--- config.mk ---
export PLATFORM = sky130hd
export DESIGN_NAME = system_bus
export DESIGN_NICKNAME = d
export VERILOG_FILES = /design/src/soc_pkg.sv /design/src/system_bus.sv
export SDC_FILE = /design/constraint.sdc
export NUM_CORES = 1
export LEC_CHECK = 0
export BUFFER_PORTS_ARGS = -buffer_cell sky130_fd_sc_hd__buf_2
export CAP_MARGIN = 20
export CELL_PAD_IN_SITES_DETAIL_PLACEMENT = 1
export CELL_PAD_IN_SITES_GLOBAL_PLACEMENT = 1
export CORE_MARGIN = 5
export CORE_UTILIZATION = 18
export DETAILED_ROUTE_END_ITERATION = 10
export GPL_ROUTABILITY_DRIVEN = 0
export PLACE_DENSITY = 0.89
export SYNTH_ARGS = -nofsm -noshare
export SYNTH_HDL_FRONTEND = slang
export SYNTH_SLANG_ARGS = --single-unit
--- constraint.sdc ---
create_clock -name clock -period 2.3 [get_ports clock]
set_clock_uncertainty 0.2 [all_clocks]
set_input_delay 0.23 -clock clock [delete_from_list [all_inputs] [get_ports clock]]
set_output_delay 0.23 -clock clock [all_outputs]
set_load 0.01 [all_outputs]
--- src/soc_pkg.sv ---
// SoC peripheral package
// Memory map, bus request and response types and the shared address decoding

package soc_pkg;

  // Manager request, one cycle wide
  typedef struct packed {
    logic [31:0] addr;
    logic [31:0] wdata;
    logic [3:0]  wstrb;
    logic        read;
    logic        write;
  } bus_req_t;

  // Device or bus response, ready is a single-cycle pulse
  typedef struct packed {
    logic [31:0] rdata;
    logic        ready;
  } bus_rsp_t;

  // Peripheral view of an address
  typedef struct packed {
    logic [15:0] region;
    logic [10:0] pad;
    logic [4:0]  ofs;
  } io_addr_t;

  // Memory view of an address
  typedef struct packed {
    logic [29:0] word;
    logic [1:0]  byte_ofs;
  } ram_addr_t;

  typedef union packed {
    io_addr_t  io;
    ram_addr_t ram;
  } bus_addr_u;

  localparam int NUM_DEVICES = 3;
  localparam int DEV_RAM     = 0;
  localparam int DEV_MTIMER  = 1;
  localparam int DEV_GPIO    = 2;

  localparam logic [31:0] RAM_BASE    = 32'h0000_0000;
  localparam logic [31:0] MTIMER_BASE = 32'h8001_0000;
  localparam logic [31:0] GPIO_BASE   = 32'h8002_0000;

  localparam int PERIPH_REGION_BYTES = 32;

  localparam logic [4:0] MTIME_LO_OFS    = 5'd0;
  localparam logic [4:0] MTIME_HI_OFS    = 5'd4;
  localparam logic [4:0] MTIMECMP_LO_OFS = 5'd8;
  localparam logic [4:0] MTIMECMP_HI_OFS = 5'd12;

  localparam logic [4:0] GPIO_IN_OFS  = 5'd0;
  localparam logic [4:0] GPIO_OUT_OFS = 5'd4;
  localparam logic [4:0] GPIO_OE_OFS  = 5'd8;

  // Replace the bytes of a register word selected by the write strobe
  function automatic logic [31:0] apply_wstrb(input logic [31:0] old_word,
                                              input logic [31:0] wdata,
                                              input logic [3:0]  wstrb);
    logic [31:0] merged;
    merged = old_word;
    for (int b = 0; b < 4; b++) begin
      if (wstrb[b]) begin
        merged[8*b +: 8] = wdata[8*b +: 8];
      end
    end
    return merged;
  endfunction

endpackage
--- src/system_bus.sv ---
`timescale 1ns/100ps
// System bus
// Decodes each manager request to one device and steers the response back

module system_bus #(
  parameter int MEM_SIZE_BYTES = 4096
) (
  input  logic                                         clock,
  input  logic                                         rst_n,
  input  soc_pkg::bus_req_t                            req,
  input  soc_pkg::bus_rsp_t [soc_pkg::NUM_DEVICES-1:0] dev_rsp,
  output soc_pkg::bus_rsp_t                            rsp,
  output soc_pkg::bus_req_t                            dev_req,
  output logic [soc_pkg::NUM_DEVICES-1:0]              dev_sel
);
  import soc_pkg::*;

  bus_addr_u              addr_u;
  logic [NUM_DEVICES-1:0] hit;
  logic                   access;
  logic [NUM_DEVICES-1:0] sel_q;
  logic                   unmapped_q;
  logic                   read_q;

  assign addr_u = req.addr;
  assign access = req.read | req.write;

  // RAM may span more than one io region, so match on the full word
  assign hit[DEV_RAM] = (req.addr - RAM_BASE) < 32'(MEM_SIZE_BYTES);

  assign hit[DEV_MTIMER] = (addr_u.io.region == MTIMER_BASE[31:16]) &&
                           ({addr_u.io.pad, addr_u.io.ofs} < 16'(PERIPH_REGION_BYTES));

  assign hit[DEV_GPIO] = (addr_u.io.region == GPIO_BASE[31:16]) &&
                         ({addr_u.io.pad, addr_u.io.ofs} < 16'(PERIPH_REGION_BYTES));

  // Same request goes to every device, the select picks the target
  assign dev_req = req;
  assign dev_sel = hit & {NUM_DEVICES{access}};

  // Record of the previous selection
  always_ff @(posedge clock or negedge rst_n) begin
    if (!rst_n) begin
      sel_q      <= '0;
      unmapped_q <= 1'b0;
      read_q     <= 1'b0;
    end else begin
      sel_q      <= dev_sel;
      unmapped_q <= access & ~|hit;
      read_q     <= req.read;
    end
  end

  always_comb begin
    rsp = '0;
    for (int i = 0; i < NUM_DEVICES; i++) begin
      if (sel_q[i]) begin
        rsp = dev_rsp[i];
      end
    end
    // Unmapped accesses answer on their own with zero data
    if (unmapped_q) begin
      rsp.ready = 1'b1;
    end
    // Writes carry no data back
    if (!read_q) begin
      rsp.rdata = '0;
    end
  end

endmodule

**After elaboration in Yosys (flattened, before gate mapping)**

Index checks and enable logic that the tools add are counted.

- Register bits after elaboration: 5
- Output and inout port bits: 106
- Input bits: 171

- $lt $le $gt $ge: 2
- Bitwise gates (word level): 3
- Multiplexer cells: 5
- Equality and inequality tests: 2
- Reductions and logical operators: 4

Operators with widths:

| kind | number |
|---|---|
| $mux W33 | 3 |
| $eq A16 B16 Y1 const B | 2 |
| $lt A32 B13 Y1 const B | 1 |
| $mux W32 | 1 |
| $lt A16 B6 Y1 const B | 1 |
| $and A3 B3 Y3 | 1 |
| $reduce_or A3 Y1 | 1 |
| $logic_and A1 B1 Y1 | 2 |
| $and A1 B1 Y1 | 1 |
| $logic_not A1 Y1 | 1 |
| $mux W1 | 1 |
| $or A1 B1 Y1 | 1 |

**Depth between registers and ports, before layout**

- Depth in word-level cells: 5
- Depth in mapped cells: 6
- Depth with buffers taken out: 3

**Worst setup path after synthesis**

OpenSTA, ideal clock, no wires.

- Path kind: input port to output port
- Start point: in req[52] in the netlist's numbering
- End point: out dev_sel[1] in the netlist's numbering
- Data required time: 1.870 ns
- Setup slack: 0.669 ns
- Cell stages on the path: 3
- Data arrival time: 1.201 ns
- Cell sequence: nor4_2 -> nand3_1 -> nor4_1

- Longest elaborated chain between the ends: 3

Ends and longest elaborated chain:

| what | line | RTL |
|---|---|---|
| start: declaration | system_bus.sv:10 | `input soc_pkg::bus_req_t req,` |
| $lt A16 B6 Y1 | system_bus.sv:32 | `({addr_u.io.pad, addr_u.io.ofs} < 16'(PERIPH_REGION_BYTES));` |
| $logic_and A1 B1 Y1 | system_bus.sv:31 | `assign hit[DEV_MTIMER] = (addr_u.io.region == MTIMER_BASE[31:16]) &&` |
| $and A3 B3 Y3 | system_bus.sv:39 | `assign dev_sel = hit & {NUM_DEVICES{access}};` |
| end: declaration | system_bus.sv:14 | `output logic [soc_pkg::NUM_DEVICES-1:0] dev_sel` |

Every way passes these cells.

==> impl_metrics.tcl <==
set metrics [dict create \
    status "complete, no violations" \
    cp_slowest_cell "dfrtp_2" \
    slew_viol_final 0 \
    grt_pass1_wl_um 11200 \
    wl_met1_um 2620 \
    ctsHtreeMaxLevel 1 \
    vdd_drop_max_mv 0.168 \
    seq_area_frac_synth_pct 7.46 \
    yosys.area_share.simple_pct 31.8 \
    period_share_pct 90.2 \
    critical_path_class "register to primary output" \
    finalSetupTns_ns 0 \
    synth_top_family_by_area "buffers and inverters" \
    syn_area_um2 1680 \
    syn_area_per_cell_um2 7.70 \
    synth_cells 218 \
    place_hpwl_um 6520 \
    final_cell_mix "buf_2 (194), nand2b_1 (34), a221o_1 (31), and3_1 (31), nor4_1 (5)" \
    critPathBufInv 2 \
    max-clock-path-buffers 2 \
    hold_viol_final 0 \
    drc 0 \
    finalSetupViolations 0 \
    grt_usage_pct 12.4 \
    rsz0062_at_grt "no" \
    cts_sinks 5 \
    maxCapViolCount 0 \
    nets 506 \
    max_clock_freq_mhz 482 \
    n_antenna_cell 0 \
    grt_max_degree 45 \
    dr_wl_met2_um 4120 \
    p_leak_nw 1.32 \
    antenna_found_initial 0 \
    root_buffer "clkbuf_8" \
    power.density_nw_per_um2 193 \
    dr_total_vias 2021 \
    cts_tree "yes" \
    final_util_pct 24.8 \
    drtIter0Drc 86 \
    synth_compound_area_share_pct 21.1 \
    tightest_slew_ns 0.462 \
    wl_met3_um 767 \
    dieArea_um2 11400 \
    io_buffers 194 \
    final_antenna_net_count 0 \
    start_util_pct 18.3 \
    cts.repair.resized 0 \
    yosys_warnings 0 \
    top_layer "met4" \
    synthToLayoutAreaGrowth_pct 35.3 \
    endpoint_kind "primary output" \
    routed_wl_um 7690 \
    hp-class "primary input to register" \
    cpPeakStageDelay_ns 0.56 \
    critPathRequiredTime_ns 1.87 \
    critPathTopFamily "flip-flops" \
    cp_cell_sequence "buf_12, a221o_1, and3_1, buf_2" \
    rows 35 \
    syn_nets 389 \
    relSlewSlack_pct 68.8 \
    start_kind "register" \
    drive_gt1_share_pct 61.4 \
    core_area_um2 9150 \
    ios 277 \
    layout_min_cycle_time_ns 2.07 \
    synth_mux_area_share_pct 0 \
    overflow 0 \
    path_clk_slew_ns 0.03 \
    yosysUniqueCellTypes 27 \
    grt_pass1_vias 2060 \
    cts_buffers 3 \
    synth-seq-cells 5 \
    final_common_cell "buf_2" \
    yosys.area_share.adder_pct 0 \
    die_h_um 107 \
    via_per_inst 4.54 \
    wl_per_cell_um 17.3 \
    worstPathMaxFanout 44 \
    dr.pass1.iters 4 \
    synth-xor-area-share_pct 0.522 \
    die_w_um 107 \
    crit_arrival_ns 1.64 \
    cts_setup_buffers 0 \
]
## routing by layer
metal / up-vias / global-route usage (%)
met2: 120 / 23.9
met5: - / 0
met4: 0 / 4.38
met1: 925 / 12.5
li1: 958 / -
met3: 18 / 3.58
## cell usage after synthesis
cell type | number | area [um^2]
o211ai_1 | 1 | 7.51
and3_1 | 31 | 194
nand4_1 | 2 | 12.5
a22o_1 | 1 | 8.76
buf_8 | 3 | 45.0
nor4_2 | 1 | 12.5
nand2b_1 | 34 | 213
a21oi_1 | 1 | 5.00
o211a_1 | 1 | 10.0
a221o_1 | 31 | 310
buf_4 | 70 | 526
inv_1 | 1 | 3.75
nand3_1 | 1 | 5.00
clkbuf_1 | 5 | 18.8
buf_2 | 8 | 40.0
buf_6 | 2 | 22.5
nor2b_4 | 1 | 13.8
a22oi_1 | 1 | 7.51
dfrtp_1 | 5 | 125
nor3_1 | 3 | 15.0
nor2_1 | 2 | 7.51
nor4b_1 | 1 | 8.76
o21ai_0 | 1 | 5.00
nand2_1 | 4 | 15.0
nor4_1 | 5 | 31.3
or2_2 | 1 | 6.26
xor2_1 | 1 | 8.76
## state kept, by name, summed over array words and instances (netlist names)
signal,count
read_q,1
sel_q,3
unmapped_q,1
## cell families after synthesis
| group | count (synthesis) |
|---|---|
| xor gates and xnor gates | 1 |
| and+or+nand+nor | 86 |
| buffers and inverters | 89 |
| DFF | 5 |
| AOI/OAI and AO/OA | 37 |
## timing repair
item	in CTS	in global routing
setup endpoints to repair	0	0
hold buffers	2	0
hold endpoints to repair	6	0
## final timing paths
kind                          start       end  slack (ns)  cells after the start
setup / recovery           sel_q[2]   rsp[25]        0.23                      4
hold / removal              req[55]  sel_q[2]        0.12                      3
max in group asynchronous     rst_n  sel_q[2]        1.59                      2
min in group asynchronous     rst_n    read_q        0.17                      2
## where the power goes
group | switching (mW) | internal, mW | total [mW]
combinational | 0.0818 | 0.111 | 0.193
clock | 0.0376 | 0.118 | 0.156
sequential | 0.000409 | 0.0899 | 0.0903
## layout make-up
type,count,area (um^2)
Clock buffer,4,45.0
Fill cell,1168,6880
Inverter,1,3.75
Multi-Input combinational cell,124,897
Sequential cell,5,126
Tap cell,111,139
Timing Repair Buffer,200,1060
## per-stage QoR
stage | instance area (um^2) | setup slack [ns] | hold WS (ns) | power (mW) | std cells
6_report | 2270 | 0.225 | 0.123 | 0.439 | 445
3_5_place_dp | 2200 | 0.258 | -0.156 | 0.284 | 439
3_3_place_gp | 2200 | 0.296 | -0.153 | 0.278 | 439
5_1_grt | 2270 | 0.115 | 0.142 | 0.474 | 445
2_1_floorplan | 1680 | 0.669 | -0.266 | 0.239 | 218
4_1_cts | 2270 | 0.209 | 0.125 | 0.449 | 445
## tightest hold or removal path: stages
cell and delay, ns:
buf_2 0.13, nand2b_1 0.08, nor4_1 0.06
(Power assumes the default switching activity.)
