**config.mk**
```make
export PLATFORM = sky130hd
export DESIGN_NAME = gpio_regs
export DESIGN_NICKNAME = d
export VERILOG_FILES = /design/src/soc_pkg.sv /design/src/gpio_regs.sv
export SDC_FILE = /design/constraint.sdc
export NUM_CORES = 1
export LEC_CHECK = 0
export BUFFER_PORTS_ARGS = -buffer_cell sky130_fd_sc_hd__buf_4
export CAP_MARGIN = 25
export CORE_ASPECT_RATIO = 1.25
export CORE_MARGIN = 1
export CORE_UTILIZATION = 39
export CTS_CLUSTER_DIAMETER = 200
export DETAILED_ROUTE_END_ITERATION = 12
export PLACE_DENSITY = 0.79
export SYNTH_ARGS = -nofsm -noshare
export SYNTH_HDL_FRONTEND = slang
export SYNTH_SLANG_ARGS = --single-unit
```
**constraint.sdc**
```tcl
create_clock -name clock -period 0.85 [get_ports clock]
set_input_delay 0.2125 -clock clock [delete_from_list [all_inputs] [get_ports clock]]
set_output_delay 0.2125 -clock clock [all_outputs]
set_load 0.01 [all_outputs]
```
**src/soc_pkg.sv**
```systemverilog
// SoC peripheral package
// Memory map, bus request and response types and the shared address decoding

package soc_pkg;

  // Manager request, one cycle wide
  typedef struct packed {
    logic [31:0] addr;
    logic [31:0] wdata;
    logic [3:0]  wstrb;
    logic        read;
    logic        write;
  } bus_req_t;

  // Device or bus response, ready is a single-cycle pulse
  typedef struct packed {
    logic [31:0] rdata;
    logic        ready;
  } bus_rsp_t;

  // Peripheral view of an address
  typedef struct packed {
    logic [15:0] region;
    logic [10:0] pad;
    logic [4:0]  ofs;
  } io_addr_t;

  // Memory view of an address
  typedef struct packed {
    logic [29:0] word;
    logic [1:0]  byte_ofs;
  } ram_addr_t;

  typedef union packed {
    io_addr_t  io;
    ram_addr_t ram;
  } bus_addr_u;

  localparam int NUM_DEVICES = 3;
  localparam int DEV_RAM     = 0;
  localparam int DEV_MTIMER  = 1;
  localparam int DEV_GPIO    = 2;

  localparam logic [31:0] RAM_BASE    = 32'h0000_0000;
  localparam logic [31:0] MTIMER_BASE = 32'h8001_0000;
  localparam logic [31:0] GPIO_BASE   = 32'h8002_0000;

  localparam int PERIPH_REGION_BYTES = 32;

  localparam logic [4:0] MTIME_LO_OFS    = 5'd0;
  localparam logic [4:0] MTIME_HI_OFS    = 5'd4;
  localparam logic [4:0] MTIMECMP_LO_OFS = 5'd8;
  localparam logic [4:0] MTIMECMP_HI_OFS = 5'd12;

  localparam logic [4:0] GPIO_IN_OFS  = 5'd0;
  localparam logic [4:0] GPIO_OUT_OFS = 5'd4;
  localparam logic [4:0] GPIO_OE_OFS  = 5'd8;

  // Replace the bytes of a register word selected by the write strobe
  function automatic logic [31:0] apply_wstrb(input logic [31:0] old_word,
                                              input logic [31:0] wdata,
                                              input logic [3:0]  wstrb);
    logic [31:0] merged;
    merged = old_word;
    for (int b = 0; b < 4; b++) begin
      if (wstrb[b]) begin
        merged[8*b +: 8] = wdata[8*b +: 8];
      end
    end
    return merged;
  endfunction

endpackage
```
**src/gpio_regs.sv**
```systemverilog
`timescale 1ns/100ps
// GPIO block
// Output and output-enable registers plus a two-flop synchronised input

module gpio_regs #(
  parameter int GPIO_WIDTH = 8
) (
  input  logic                  clock,
  input  logic                  rst_n,
  input  logic                  sel,
  input  soc_pkg::bus_req_t     req,
  input  logic [GPIO_WIDTH-1:0] gpio_in,
  output soc_pkg::bus_rsp_t     rsp,
  output logic [GPIO_WIDTH-1:0] gpio_out,
  output logic [GPIO_WIDTH-1:0] gpio_oe
);
  import soc_pkg::*;

  bus_addr_u             addr_u;
  logic                  wr;
  logic                  rd;
  logic [GPIO_WIDTH-1:0] in_meta;
  logic [GPIO_WIDTH-1:0] in_sync;
  logic [31:0]           out_wr;
  logic [31:0]           oe_wr;
  logic [31:0]           rdata_d;
  logic [31:0]           rdata_q;
  logic                  ready_q;

  assign addr_u = req.addr;
  assign wr     = sel & req.write;
  assign rd     = sel & req.read;

  // Strobed merge on the zero-extended register value
  assign out_wr = apply_wstrb(32'(gpio_out), req.wdata, req.wstrb);
  assign oe_wr  = apply_wstrb(32'(gpio_oe), req.wdata, req.wstrb);

  always_ff @(posedge clock or negedge rst_n) begin
    if (!rst_n) begin
      in_meta  <= '0;
      in_sync  <= '0;
      gpio_out <= '0;
      gpio_oe  <= '0;
      ready_q  <= 1'b0;
    end else begin
      in_meta <= gpio_in;
      in_sync <= in_meta;
      ready_q <= sel;
      if (wr && addr_u.io.ofs == GPIO_OUT_OFS) begin
        gpio_out <= out_wr[GPIO_WIDTH-1:0];
      end
      if (wr && addr_u.io.ofs == GPIO_OE_OFS) begin
        gpio_oe <= oe_wr[GPIO_WIDTH-1:0];
      end
    end
  end

  // Upper bits above GPIO_WIDTH read as zero
  always_comb begin
    case (addr_u.io.ofs)
      GPIO_IN_OFS:  rdata_d = 32'(in_sync);
      GPIO_OUT_OFS: rdata_d = 32'(gpio_out);
      GPIO_OE_OFS:  rdata_d = 32'(gpio_oe);
      default:      rdata_d = '0;
    endcase
  end

  always_ff @(posedge clock) begin
    if (rd) begin
      rdata_q <= rdata_d;
    end
  end

  assign rsp = '{rdata: rdata_q, ready: ready_q};

endmodule

```
# Word level (Yosys, flattened, before mapping)
# Index checks and enable logic that the tools add are counted.
# Widths: inputs -> output; s select.
[word_totals]
ff_bits = 65
output_inout_bits = 49
wordCells = 16
[classes]
eq_ne = 2
n_reduce_logical = 5
mux = 1
bitwise = 2
[ops]
columns = ["operator", "n"]
rows = [
  ["$pmux 8 s3", 1],
  ["$eq 5x3->1 const B", 1],
  ["$eq 5x4->1 const B", 1],
  ["$logic_not 5->1", 1],
  ["$reduce_and 2->1", 2],
  ["$and 1x1->1", 2],
  ["$logic_and 1x1->1", 2],
]

# Depth between registers and ports, before layout
[depth]
depth_word = 3
mapped_depth = 4

# Worst setup path after synthesis
# No wires, ideal clock.
[synth_path]
kind = "input-to-reg"
start = "in req[42] in the netlist's numbering"
end = "reg gpio_oe[0]"
arrival_ps = 1560
stages = 4
path_slack_ps = -835
path_cell_list = "or4_1 > buf_6 > nor3_4 > mux2_2"
[synth_between]
elab_chain_cells = 3
[synth_lines]
columns = ["element", "line", "text"]
rows = [
  ["start, declared", "gpio_regs.sv:11", "input soc_pkg::bus_req_t req,"],
  ["$eq 5x4->1", "gpio_regs.sv:52", "if (wr && addr_u.io.ofs == GPIO_OE_OFS) begin"],
  ["$logic_and 1x1->1", "gpio_regs.sv:52", ""],
  ["$reduce_and 2->1 (no line)", "-", ""],
  ["end signal, assigned", "gpio_regs.sv:53", "gpio_oe <= oe_wr[GPIO_WIDTH-1:0];"],
  ["end, declared", "gpio_regs.sv:15", "output logic [GPIO_WIDTH-1:0] gpio_oe"],
]
# No other way between the ends.
# A chain may end at the register's enable or synchronous reset.

# Worst setup path after layout
[layout_path]
start = "in req[38] in the netlist's numbering"
end = "reg gpio_oe[2]"
# The elaborated chain is that of the path after synthesis.

==> flow_summary.toml <==
[worst_setup_path]
crit_path_end_kind = "flop"
r2r_slack_ns = -0.20
cp.required_ns = 1.03
worstRegToRegCells = 3
arrival_ns = 1.53
r2r-end = "rdata_q[1]"
critPathKind = "primary input to flop"
timing.rr.start = "gpio_oe[1]"
crit_path_start_kind = "primary input"
cp_max_fo = 8

[cells_and_area]
n_antenna_cell = 0
design_area_mm2 = 0.00258
area_growth_pct = 54.6
fin_nets = 271
drive_gt1_share_pct = 58.6

[outcome]
status = "finished, violations left"
violations = "negative setup slack"

[clock_network]
root_buffer = "clkbuf_8"
cts_made_buffers = 5
htree_num_levels = 2
cts.sinks = 41
insertion_delay_ns = 0.29
cts_tree = "yes"
clockBufferDepth = 2
path_clk_slew_ns = 0.07

[logic_synthesis]
synth_area_mm2 = 0.00167
seq_area_frac_synth_pct = 63.9
avgSynthCellArea_um2 = 15.2
ys_seq_elements = 41
yosys_warnings = 0
syn_inst = 110
yosysUniqueCellTypes = 18

[die]
std_cell_rows = 26
core_area_mm2 = 0.00410
die-area_mm2 = 0.00455
io_pins = 130
start_util_pct = 40.7
fp.dieW_um = 60.5
die_h_um = 75.1

[pwr]
p_total_w = 0.00423
p_leak_nw = 1.26
p_per_area_mw_per_mm2 = 1640
peakVddDrop_v = 0.00124

[routing]
first_pass_iters = 4
viasPerCell = 4.49
avgRoutedWirePerCell_um = 15.4
ant_nets = 0
remaining_drc_errors = 0
via_count = 1108
totalWireLength_mm = 3.82
drt_iter0_drc = 10

[timing]
fin_hold_ws_ns = 0.0175
setup_viol = 49
max_freq_mhz = 741
fin_skew_ns = 0.00377
layout_setup_ws_ns = -0.500
finalMaxSlewViolations = 0
hold_viol_final = 0
min_period_ns = 1.35
rsz0062_at_grt = "true"
post-route-period-util_pct = 159
setup_tns_ns = -14.29

[placed_design]
hpwl_mm = 2.46
placed_area_mm2 = 0.00211
portBuffers = 51
gp_congestion = 0.695

[grt]
grt_usage_pct = 17.8
overflow = 0
first_global_vias = 1168
antenna_found_initial = 0
grt_pass1_wl_mm = 5.66
grt_max_degree = 34

[min_path]
min-delay-start = "gpio_in[2]"
min_path_cells = 1
min_path_type = "primary input to flop"
min_delay_worst_endpoint = "in_meta[2]"

[job]
drv_cap = 0
## cells in the mapped netlist
master | count | share of area, %
buf_4 | 25 | 11
nand3_1 | 1 | 0.30
o2bb2ai_1 | 8 | 4.2
nand2b_1 | 1 | 0.38
mux2_2 | 16 | 11
conb_1 | 1 | 0.22
or3_2 | 1 | 0.45
clkbuf_1 | 1 | 0.22
buf_6 | 1 | 0.67
inv_1 | 1 | 0.22
nor3_2 | 1 | 0.60
nor2_1 | 1 | 0.22
nor3_4 | 1 | 0.97
and2_1 | 1 | 0.38
edfxtp_1 | 8 | 14
dfrtp_1 | 33 | 49
mux2i_1 | 8 | 4.8
or4_1 | 1 | 0.45
## state kept, by name (all words and copies together), names as in the netlist
name,count
gpio_oe,8
gpio_out,8
in_meta,8
in_sync,8
rdata_q,8
ready_q,1
## cells by family (layout without fill, tap and decap cells)
| group | after synthesis | count (layout) | synth area share [%] |
|---|---|---|---|
| other | 1 | 24 | 0.225 |
| AND/OR/NAND/NOR | 8 | 8 | 3.75 |
| buffers and inverters | 28 | 86 | 12.4 |
| AO/OA/AOI/OAI | 8 | 8 | 4.20 |
| multiplexers | 24 | 24 | 15.6 |
| flip-flops | 41 | 41 | 63.9 |
## cell type report
class                           instances  area [µm²]
Tap cell                               56        70.1
Inverter                                1        3.75
Sequential cell                        41        1070
Multi-Input combinational cell         64         624
Timing Repair Buffer                   77         726
Clock buffer                            8        90.1
Fill cell                             315        1520
## what timing repair did
action | 4_1_cts | 5_1_grt
hold buffers | 1 | 0
gates cloned | 0 | 0
hold endpoints to repair | 33 | 0
buffers inserted | 16 | 2
pin swaps | 2 | 1
resized for setup | 42 | 15
endpoints found under the setup margin | 49 | 57
## stage by stage
stage	instances	setup WS, ns	util, %
after floorplan	133	-0.831	-
after global placement	221	-0.831	51.5
after detailed placement	221	-0.873	51.5
after CTS	245	-0.526	60.6
after global routing	247	-0.520	62.9
final	247	-0.500	62.9
## layer usage
| layer | GRT usage, % | vias up | routed length, µm |
|---|---|---|---|
| li1 | - | 494 | - |
| met1 | 19.8 | 546 | 1500 |
| met2 | 29.7 | 59 | 1970 |
| met3 | 6.53 | 9 | 266 |
| met4 | 8.84 | 0 | 81 |
| met5 | 0 | - | 0 |
## placed cells by master (no fill, tap or decap)
| master | instances |
|---|---|
| nor3_4 | 2 |
| or3_4 | 1 |
| dlygate4sd3_1 | 1 |
| or4_4 | 1 |
| mux2i_1 | 7 |
| mux2_4 | 16 |
| edfxtp_1 | 8 |
| nand3_1 | 1 |
| buf_6 | 30 |
| clkbuf_1 | 2 |
| nand2b_1 | 1 |
| inv_1 | 1 |
| conb_1 | 24 |
| o2bb2ai_4 | 1 |
| buf_12 | 2 |
| and2_2 | 1 |
| o2bb2ai_2 | 7 |
| nor2_1 | 1 |
| buf_8 | 1 |
| mux2i_2 | 1 |
| dfrtp_1 | 33 |
| buf_4 | 43 |
| clkbuf_8 | 6 |
## worst max-delay path, cell delays in order
cell    delay (ns)
buf_6         0.09
or4_4         0.54
nor3_4        0.21
buf_12        0.16
mux2_4        0.30
## power by group
part / internal (W) / total (W) / switching, W
logic: 0.000430 / 0.000735 / 0.000305
registers: 0.00212 / 0.00220 / 0.0000767
clock network: 0.000662 / 0.00130 / 0.000633
## how the worst max path moves through the flow
stage	from	end	slack [ns]	cells after the start
after floorplan	req[42]	gpio_oe[0]	-0.83	4
after global placement	req[42]	gpio_oe[2]	-0.83	5
after detailed placement	req[42]	gpio_oe[7]	-0.87	5
after CTS	req[38]	gpio_oe[2]	-0.53	5
after global routing	req[38]	gpio_oe[2]	-0.52	5
final	req[38]	gpio_oe[2]	-0.50	5
No activity file was read; power rests on OpenSTA's default activity.
