## src/soc_pkg.sv

```systemverilog
// SoC peripheral package
// Memory map, bus request and response types and the shared address decoding

package soc_pkg;

  // Manager request, one cycle wide
  typedef struct packed {
    logic [31:0] addr;
    logic [31:0] wdata;
    logic [3:0]  wstrb;
    logic        read;
    logic        write;
  } bus_req_t;

  // Device or bus response, ready is a single-cycle pulse
  typedef struct packed {
    logic [31:0] rdata;
    logic        ready;
  } bus_rsp_t;

  // Peripheral view of an address
  typedef struct packed {
    logic [15:0] region;
    logic [10:0] pad;
    logic [4:0]  ofs;
  } io_addr_t;

  // Memory view of an address
  typedef struct packed {
    logic [29:0] word;
    logic [1:0]  byte_ofs;
  } ram_addr_t;

  typedef union packed {
    io_addr_t  io;
    ram_addr_t ram;
  } bus_addr_u;

  localparam int NUM_DEVICES = 3;
  localparam int DEV_RAM     = 0;
  localparam int DEV_MTIMER  = 1;
  localparam int DEV_GPIO    = 2;

  localparam logic [31:0] RAM_BASE    = 32'h0000_0000;
  localparam logic [31:0] MTIMER_BASE = 32'h8001_0000;
  localparam logic [31:0] GPIO_BASE   = 32'h8002_0000;

  localparam int PERIPH_REGION_BYTES = 32;

  localparam logic [4:0] MTIME_LO_OFS    = 5'd0;
  localparam logic [4:0] MTIME_HI_OFS    = 5'd4;
  localparam logic [4:0] MTIMECMP_LO_OFS = 5'd8;
  localparam logic [4:0] MTIMECMP_HI_OFS = 5'd12;

  localparam logic [4:0] GPIO_IN_OFS  = 5'd0;
  localparam logic [4:0] GPIO_OUT_OFS = 5'd4;
  localparam logic [4:0] GPIO_OE_OFS  = 5'd8;

  // Replace the bytes of a register word selected by the write strobe
  function automatic logic [31:0] apply_wstrb(input logic [31:0] old_word,
                                              input logic [31:0] wdata,
                                              input logic [3:0]  wstrb);
    logic [31:0] merged;
    merged = old_word;
    for (int b = 0; b < 4; b++) begin
      if (wstrb[b]) begin
        merged[8*b +: 8] = wdata[8*b +: 8];
      end
    end
    return merged;
  endfunction

endpackage
```

## src/mtimer.sv

```systemverilog
`timescale 1ns/100ps
// Machine timer
// Free-running 64-bit mtime, 64-bit mtimecmp and a registered timer interrupt

module mtimer (
  input  logic              clock,
  input  logic              rst_n,
  input  logic              sel,
  input  soc_pkg::bus_req_t req,
  output soc_pkg::bus_rsp_t rsp,
  output logic              irq
);
  import soc_pkg::*;

  bus_addr_u   addr_u;
  logic        wr;
  logic        rd;
  logic [63:0] mtime;
  logic [63:0] mtimecmp;
  logic [31:0] rdata_d;
  logic [31:0] rdata_q;
  logic        ready_q;

  assign addr_u = req.addr;
  assign wr     = sel & req.write;
  assign rd     = sel & req.read;

  always_ff @(posedge clock or negedge rst_n) begin
    if (!rst_n) begin
      mtime    <= '0;
      mtimecmp <= '1;
      irq      <= 1'b0;
      ready_q  <= 1'b0;
    end else begin
      ready_q <= sel;
      irq     <= (mtime >= mtimecmp);

      // A write to either mtime half replaces this cycle's increment
      if (wr && addr_u.io.ofs == MTIME_LO_OFS) begin
        mtime <= {mtime[63:32], apply_wstrb(mtime[31:0], req.wdata, req.wstrb)};
      end else if (wr && addr_u.io.ofs == MTIME_HI_OFS) begin
        mtime <= {apply_wstrb(mtime[63:32], req.wdata, req.wstrb), mtime[31:0]};
      end else begin
        mtime <= mtime + 64'd1;
      end

      if (wr && addr_u.io.ofs == MTIMECMP_LO_OFS) begin
        mtimecmp[31:0] <= apply_wstrb(mtimecmp[31:0], req.wdata, req.wstrb);
      end
      if (wr && addr_u.io.ofs == MTIMECMP_HI_OFS) begin
        mtimecmp[63:32] <= apply_wstrb(mtimecmp[63:32], req.wdata, req.wstrb);
      end
    end
  end

  // Register read mux
  always_comb begin
    case (addr_u.io.ofs)
      MTIME_LO_OFS:    rdata_d = mtime[31:0];
      MTIME_HI_OFS:    rdata_d = mtime[63:32];
      MTIMECMP_LO_OFS: rdata_d = mtimecmp[31:0];
      MTIMECMP_HI_OFS: rdata_d = mtimecmp[63:32];
      default:         rdata_d = '0;
    endcase
  end

  always_ff @(posedge clock) begin
    if (rd) begin
      rdata_q <= rdata_d;
    end
  end

  assign rsp = '{rdata: rdata_q, ready: ready_q};

endmodule

```

## config.mk

```make
export PLATFORM = sky130hd
export DESIGN_NAME = mtimer
export DESIGN_NICKNAME = d
export VERILOG_FILES = /design/src/soc_pkg.sv /design/src/mtimer.sv
export SDC_FILE = /design/constraint.sdc
export NUM_CORES = 1
export LEC_CHECK = 0
export BUFFER_PORTS_ARGS = -buffer_cell sky130_fd_sc_hd__buf_2
export CAP_MARGIN = 5
export CORE_MARGIN = 2
export CORE_UTILIZATION = 45
export DETAILED_ROUTE_END_ITERATION = 7
export SKIP_LAST_GASP = 1
export SLEW_MARGIN = 10
export SYNTH_ARGS = -nofsm -noshare
export SYNTH_HDL_FRONTEND = slang
export SYNTH_SLANG_ARGS = --single-unit
```

## constraint.sdc

```tcl
create_clock -name clock -period 5.5 [get_ports clock]
set_input_delay 1.1 -clock clock [delete_from_list [all_inputs] [get_ports clock]]
set_output_delay 1.1 -clock clock [all_outputs]
set_load 0.02 [all_outputs]
```

* After elaboration in Yosys (flattened, before gate mapping)
Cells that the tools add are included.
** Cells by class
- Reduce and logical (&&, ||, !) cells :: 21
- Bitwise gates (word level) :: 3
- Magnitude comparators :: 1
- $add $sub $neg :: 1
- Mux-type cells :: 7
- Equality and inequality tests :: 12
** Operators with widths (number)
- 32-bit case mux with 4 select lines :: 1
- 64-bit by 1-bit adder with 64-bit output (second input constant) :: 1
- 64-bit >= comparator :: 1
- 64-bit two-way mux :: 1
- 32-bit two-way mux :: 1
- 8-bit two-way mux :: 4
- 2-bit AND reduction :: 16
- 2-bit != test (second input constant) :: 9
- 5-bit by 4-bit == test with 1-bit output (second input constant) :: 2
- 5-bit by 3-bit == test with 1-bit output (second input constant) :: 1
- 5-bit logical NOT :: 1
- 1-bit logical AND :: 4
- 1-bit bitwise AND :: 2
- 1-bit NOT :: 1
** Word-level totals
- Logic and storage cells :: 64
- Input bits :: 73
- Register bits after elaboration :: 162
- Output and inout bits :: 34

* Depth between registers and ports, before layout
Gate-level depths: netlist (run 1).
- Word-level depth :: 4
- Depth in mapped cells :: 9
- Gate-level depth less buffers :: 8

* Worst setup path after synthesis (run 1)
No wires, ideal clock.
- Kind :: input -> register
- Start :: in req[39] (netlist name)
- End :: reg mtime[24]
- Required time :: 5363 ps
- Setup slack :: 2522 ps
- Stages on the path :: 8
- Arrival time :: 2841 ps
- Path buffers :: 2
- Library setup time :: 137 ps
- Cell sequence :: or4_1 buf_2 or2_1 clkbuf_1 and2_1 and3_1 a211oi_1 a311oi_1
** On the way
- Longest elaborated chain between the ends :: 4
- Elaborated cells on any way between the ends :: 8
- Those cells by class :: eq/ne: 3; mux: 1; reduce/logical: 4
** Ends and longest elaborated chain
- from (decl) :: RTL line mtimer.sv:9 : input soc_pkg::bus_req_t req,
- 5-bit by 3-bit == test with 1-bit output or 5-bit logical NOT (tied branches) :: RTL line mtimer.sv:41, mtimer.sv:39
- 1-bit logical AND, on equally long branches :: RTL line mtimer.sv:41, mtimer.sv:39
- 2-bit != test (no line)
- 2-bit AND reduction (no line)
- to (signal assigned) :: RTL line mtimer.sv:40 : mtime <= {mtime[63:32], apply_wstrb(mtime[31:0], req.wdata, req.wstrb)};
- to (signal assigned) :: RTL line mtimer.sv:42 : mtime <= {apply_wstrb(mtime[63:32], req.wdata, req.wstrb), mtime[31:0]};
- to (signal assigned) :: RTL line mtimer.sv:44 : mtime <= mtime + 64'd1;
- to (decl) :: RTL line mtimer.sv:18 : logic [63:0] mtime;
Several ways; a longest one is shown, not always the timed one.
A chain may end at the register's enable or synchronous reset.

* Final worst setup path (run 1)
- Start :: in req[38] (netlist name)
- End :: reg mtime[44]
** On the way
- Longest elaborated chain between the ends :: 4
- Elaborated cells on any way between the ends :: 8
- Those cells by class :: eq/ne: 2; mux: 1; bitwise: 1; reduce/logical: 4
** Ends and longest elaborated chain (RTL line)
- 5-bit by 3-bit == test with 1-bit output or 5-bit logical NOT (tied branches) :: mtimer.sv:41, mtimer.sv:39
- 1-bit logical AND, on equally long branches :: mtimer.sv:41, mtimer.sv:39
- 2-bit != test (no line) or 1-bit NOT (tied branches)
- 2-bit AND reduction (no line)
Several ways; a longest one is shown, not always the timed one. The select of a mux whose other input is x is not followed.

==> results of run 1 <==
where the power goes:
group | total [W] | internal (W) | switching, W
Sequential | 0.00163 | 0.00141 | 0.000218
Combinational | 0.000698 | 0.000301 | 0.000398
Clock | 0.00119 | 0.000678 | 0.000509
Total | 0.00352 | 0.00239 | 0.00112
stage by stage:
step                      setup WS, ns  std cells  utilization  area (um2)
after global routing             1.975       1393       0.5128       11190
after global placement           1.779       1361       0.4869       10630
after detailed placement         1.780       1361       0.4869       10630
after CTS                        2.224       1393       0.5128       11190
final                            2.208       1393       0.5128       11190
after floorplan                  2.522       1042            -       10020
worst max path at each step:
stage / startpoint / cells after the start / slack (ns) / to
after detailed placement: req[38] / 8 / 1.78 / mtime[44]
final: req[38] / 8 / 2.21 / mtime[44]
after global routing: req[39] / 8 / 1.97 / mtime[51]
after floorplan: req[39] / 8 / 2.52 / mtime[24]
after global placement: req[38] / 7 / 1.78 / mtime[22]
after CTS: req[38] / 8 / 2.22 / mtime[44]
critical path: stages:
cell,delay (ns)
buf_2,0.08
or4_1,0.37
or2_1,0.63
buf_4,0.42
nand3_1,0.25
nor4_1,0.44
nor3_1,0.09
a211oi_1,0.24
layer usage:
| metal | global-route usage | vias up | part of all wire |
|---|---|---|---|
| met3 | 0.04225 | 43 | 0.045 |
| met2 | 0.3735 | 231 | 0.46 |
| li1 | - | 3982 | - |
| met1 | 0.3564 | 4049 | 0.48 |
| met5 | 0 | - | 0 |
| met4 | 0.07981 | 0 | 0.024 |
state kept, by name (all words and copies together) (netlist names):
| signal | flops |
|---|---|
| mtime | 64 |
| mtimecmp | 64 |
| rdata_q | 32 |
| irq | 1 |
| ready_q | 1 |
cell families (layout without fill, tap and decap cells):
group / Yosys count / count (layout) / synth area share
AOI/OAI and AO/OA: 242 / 242 / 0.1554
adders and majority gates: 65 / 65 / 0.08115
and+or+nand+nor: 348 / 348 / 0.1787
muxes: 100 / 100 / 0.1040
xor gates and xnor gates: 6 / 6 / 0.005244
DFF: 162 / 162 / 0.4285
buffers and inverters: 119 / 190 / 0.04706
final cells by class:
class | instances | area, um2
sequential | 162 | 4294
fill | 2058 | 10630
clock inverter | 10 | 111.4
clock buffer | 22 | 454.2
timing repair buffer | 85 | 449.2
inverter | 73 | 274.0
multi-input combinational | 761 | 5258
tap | 280 | 350.3
cell usage after synthesis, types with 4 or more instances:
cell and count:
dfrtp_1 66, o21a_1 6, dfstp_2 64, nand2_1 104, o211ai_1 4, o21ai_1 4, nand3_1 34, o22ai_1 41
nor2_1 79, and4_1 6, or4_1 4, ha_1 65, mux2_2 33, nor3_1 32, a311oi_1 11, buf_2 10
nand4_1 23, a21oi_1 49, buf_1 4, a221o_1 4, a21o_1 7, o21ai_0 48, inv_1 73, mux2i_1 67
nor4_1 8, a31oi_1 6, and3_1 17, edfxtp_1 32, clkbuf_1 29, o31ai_1 6, a211oi_1 40, and2_1 16
==> flow_metrics.py, run 1 <==
metrics = {
    "run_status": {
        "status": "finished, final reports clean",
    },
    "die": {
        "num_rows": 54,
        "die_w_um": 153.2,
        "top_level_ports": 107,
        "start_util": 0.4592,
        "die_h_um": 153.2,
        "die_area_um2": 23480,
        "core_um2": 21820,
    },
    "clock_network": {
        "clock_latency_ns": 0.44,
        "path_clk_slew_ns": 0.07,
        "cts_resized": 0,
        "cts-root-buf": "clkbuf_16",
        "cts_setup_buffers": 0,
        "clock_path_buffers": 2,
        "cts_num_sinks": 162,
        "cts_tree": "built",
        "cts-buffers-inserted": 17,
        "cts_hold_buf": 0,
        "htree_levels": 4,
    },
    "detailed_routing": {
        "drc_errors": 0,
        "drt-vias-per-instance": 5.962,
        "wl_per_cell_um": 20.41,
        "drtIter0Drc": 658,
        "dr.pass1.iters": 5,
        "via_count": 8305,
        "routed_wl_um": 28430,
        "ant_nets": 0,
    },
    "yosys": {
        "syn-cell-area_um2": 10020,
        "synth-edff-count": 32,
        "synth_warnings": 0,
        "ys_top_cells_by_area": "dfstp_2 17%, dfrtp_1 16%, edfxtp_1 9.6%, ha_1 8.1%, mux2i_1 6.7%",
        "yosysTopAreaCell": "dfstp_2",
        "syn_avg_cell_area_um2": 9.618,
        "synthCells": 1042,
        "netlist.area_leader.share": 0.1678,
        "synthArstFlopShare": 0.8025,
        "synthesis.nets": 1180,
        "seq_area_frac_synth": 0.4285,
        "synthFlopType": "dfrtp_1",
        "synth-seq-cells": 162,
        "synth_cell_types": 64,
    },
    "run": {
        "cap_violations": 0,
    },
    "timing": {
        "fmax_ghz": 0.3037,
        "fin_crit_ns": 3.292,
        "period_share": 0.5986,
        "slew_violations": 0,
        "setup_viol": 0,
        "hold_violations": 0,
        "fin_tns_setup_ns": 0,
        "holdWs_ns": 0.5194,
        "slew_headroom": 0.3636,
        "rsz0062_at_grt": "false",
        "tightest_slew_ns": 0.9546,
        "fin_skew_ns": 0.01186,
    },
    "worst_setup_path": {
        "end_kind": "register",
        "critPathRequiredTime_ns": 5.84,
        "reg2reg_depth": 7,
        "r2r-end": "mtime[58]",
        "r2r-start": "mtime[1]",
        "cp_data_arrival_time_ns": 3.64,
        "worstSetupPathType": "input pin to register",
        "cp_max_fo": 26,
        "reg2reg_slack_ns": 2.59,
        "crit_path_start_kind": "input pin",
    },
    "worst_hold_path": {
        "min_path_cells": 2,
        "hold_class": "register to register",
        "worstHoldStart": "mtimecmp[29]",
        "whs_endpoint": "mtimecmp[29]",
    },
    "global_routing": {
        "grt_pass1_vias": 7956,
        "groute.usage.overall": 0.2455,
        "overflow": 0,
        "antenna_found_initial": 0,
        "grt_pass1_wl_um": 45190,
        "grt_max_degree": 99,
    },
    "placement": {
        "port_buffers": 79,
        "gp_congestion": 0.9027,
        "hpwl_um": 20000,
    },
    "pwr": {
        "power_w": 0.003516,
        "peakVddDrop_mv": 0.1816,
        "cellLeakagePower_nw": 4.852,
        "powerDensity_nw_per_um2": 314.2,
    },
    "final_layout": {
        "layout-drive-gt1-share": 0.2075,
        "area_growth_syn_to_layout_pct": 11.66,
        "diodes": 0,
        "mostFrequentLayoutCells": "104 x nand2_1, 79 x nor2_1, 77 x buf_2",
        "nets": 1238,
        "layout_commonest_cell": "nand2_1",
    },
}
Power figures use the tool's default switching activity.
==> inputs of run 2 (changes only) <==
ABC_AREA = 1   (was default)
PLACE_DENSITY = 0.66   (was default)
clock period = 2.8 ns   (was 5.5 ns; I/O delays follow)
==> flow_metrics.py, run 2 <==
metrics = {
    "yosys": {
        "synth-edff-count": 32,
        "synthTopCellsByCount": "418 x nand2_1, 195 x inv_1, 144 x nor2_1",
        "syn-cell-area_um2": 10890,
        "synth-seq-cells": 162,
        "synthesis.nets": 1611,
        "synth_most_common_cell": "nand2_1",
        "seq_area_frac_synth": 0.3943,
        "synth_warnings": 0,
        "ys_top_cells_by_area": "dfstp_2 15%, dfrtp_1 15%, nand2_1 14%, edfxtp_1 8.8%, ha_1 7.5%",
        "syn_avg_cell_area_um2": 7.393,
        "synthFlopType": "dfrtp_1",
        "synthArstFlopShare": 0.8025,
        "synth_cell_types": 46,
        "yosysTopAreaCell": "dfstp_2",
        "netlist.area_leader.share": 0.1544,
        "synthCells": 1473,
    },
    "worst_setup_path": {
        "path_cells": "inv_1 -> ha_1 -> nand2_1 -> inv_1 -> nand3_1 -> nor3_1 -> nand4_1 -> nor3_1 -> nand2_1 -> nand2_1",
        "reg2reg_depth": 10,
        "critPathRequiredTime_ns": 3.17,
        "cp_num_buf_inv": 2,
        "r2r-start": "mtimecmp[43]",
        "reg2reg_slack_ns": 0.49,
        "cp_data_arrival_time_ns": 2.68,
        "crit_path_frequent_cell": "nand2_1",
        "worstSetupPathType": "register to register",
        "cpMaxStageDelayCell": "dfstp_2",
        "slowest_delay_ns": 0.53,
        "r2r-end": "irq",
        "end_kind": "register",
        "crit_path_end": "irq",
        "path_depth": 10,
        "crit_path_start_kind": "register",
        "startpoint": "mtimecmp[43]",
        "crit_family": "simple AND/OR/NAND/NOR gates",
        "cp_max_fo": 2,
    },
    "die": {
        "top_level_ports": 107,
        "die_w_um": 159.6,
        "die_area_um2": 25460,
        "core_um2": 23610,
        "num_rows": 56,
        "start_util": 0.4612,
        "die_h_um": 159.6,
    },
    "final_layout": {
        "layout-drive-gt1-share": 0.1560,
        "layout_commonest_cell": "nand2_1",
        "mostFrequentLayoutCells": "418 x nand2_1, 195 x inv_1, 144 x nor2_1",
        "diodes": 0,
        "multi_input_area_um2": 5660,
        "regArea_um2": 4294,
        "nFillCells": 2408,
        "area_growth_syn_to_layout_pct": 12.16,
        "reg.largest.list": "mtime: 64 flops, mtimecmp: 64 flops, rdata_q: 32 flops",
        "nets": 1689,
    },
    "detailed_routing": {
        "wl_per_cell_um": 18.42,
        "drtIter0Drc": 920,
        "drc_errors": 0,
        "routed_wl_um": 34690,
        "via_count": 10380,
        "drt-vias-per-instance": 5.514,
        "ant_nets": 0,
        "dr.pass1.iters": 7,
    },
    "placement": {
        "port_buffers": 79,
        "gp_congestion": 1.020,
        "hpwl_um": 26380,
    },
    "clock_network": {
        "clock_latency_ns": 0.43,
        "cts_num_sinks": 162,
        "cts_hold_buf": 0,
        "path_clk_slew_ns": 0.07,
        "clock_path_buffers": 2,
        "htree_levels": 4,
        "cts-root-buf": "clkbuf_16",
        "cts_setup_buffers": 0,
        "cts_resized": 0,
        "cts_tree": "built",
        "cts-buffers-inserted": 17,
    },
    "timing": {
        "setup_viol": 0,
        "fin_crit_ns": 2.310,
        "slew_violations": 0,
        "fin_tns_setup_ns": 0,
        "hold_violations": 0,
        "slew_headroom": 0.5066,
        "rsz0062_at_grt": "false",
        "fmax_ghz": 0.4329,
        "period_share": 0.8251,
        "fin_skew_ns": 0.007247,
        "holdWs_ns": 0.06213,
        "tightest_slew_ns": 0.7392,
    },
    "worst_hold_path": {
        "hold_class": "input pin to asynchronous set/reset pin",
    },
    "global_routing": {
        "grt_max_degree": 60,
        "overflow": 0,
        "grt_pass1_wl_um": 54430,
        "grt_pass1_vias": 9666,
        "groute.usage.overall": 0.2763,
        "antenna_found_initial": 0,
    },
    "pwr": {
        "powerDensity_nw_per_um2": 651.2,
        "cellLeakagePower_nw": 5.479,
        "peakVddDrop_mv": 0.3232,
    },
    "run": {
        "cap_violations": 0,
    },
    "run_status": {
        "status": "finished, final reports clean",
    },
}
==> run 2: logic make-up (layout without fill, tap and decap cells) <==
family          count (synthesis)  in the layout  synth area share
simple gates                  724            724            0.2892
compound gates                282            282            0.1535
buf+inv                       237            328           0.08594
flops                         162            162            0.3943
fa+ha+maj                      65             65           0.07468
xor+xnor                        3              3          0.002413
==> run 2: where the power goes <==
| group | total [W] | internal, W | switching (W) |
|---|---|---|---|
| Clock | 0.00232 | 0.00126 | 0.00105 |
| Sequential | 0.00334 | 0.00280 | 0.000543 |
| Combinational | 0.00230 | 0.000832 | 0.00146 |
| Total | 0.00795 | 0.00490 | 0.00306 |
==> run 2: area by class of cell <==
cell class	instances	area share
flip-flops and latches	162	0.3516
repair buffers	94	0.04313
clock inverters	13	0.01045
well taps	319	0.03268
clock buffers	19	0.03626
multi-input cells	1074	0.4634
inverters	202	0.06249
==> run 2: per-stage QoR <==
stage / area (um2) / cells / power [W] / setup slack (ns) / util
2_1_floorplan: 10890 / 1473 / 0.004788 / 1.093 / -
3_3_place_gp: 11640 / 1851 / 0.005545 / 0.4707 / 0.4931
3_5_place_dp: 11640 / 1851 / 0.005615 / 0.3997 / 0.4931
4_1_cts: 12210 / 1883 / 0.007933 / 0.5462 / 0.5173
5_1_grt: 12210 / 1883 / 0.008461 / 0.4064 / 0.5173
6_report: 12210 / 1883 / 0.007954 / 0.4898 / 0.5173
==> run 2: worst min path at each step <==
stage | from | endpoint | slack [ns]
CTS | rst_n | mtime[14] | 0.07
detailed placement | mtimecmp[14] | mtimecmp[14] | 0.46
global route | rst_n | mtime[14] | 0.09
floorplan | rst_n | irq | 0.26
global placement | mtimecmp[27] | mtimecmp[27] | 0.46
finish | rst_n | mtime[14] | 0.06
==> run 2: routing by layer <==
| metal | vias to the layer above | GRT usage | wire length (um) |
|---|---|---|---|
| met5 | - | 0 | 0 |
| met4 | 0 | 0.08182 | 782 |
| met3 | 60 | 0.04168 | 2306 |
| met2 | 408 | 0.4329 | 15670 |
| met1 | 4883 | 0.3959 | 15930 |
| li1 | 5031 | - | - |
==> run 2: worst reg2reg max path, delay by kind of cell (launching register included) <==
kind	cells	cell delay [ns]
flops	1	0.53
simple gates	7	1.33
buf+inv	2	0.12
fa+ha+maj	1	0.29
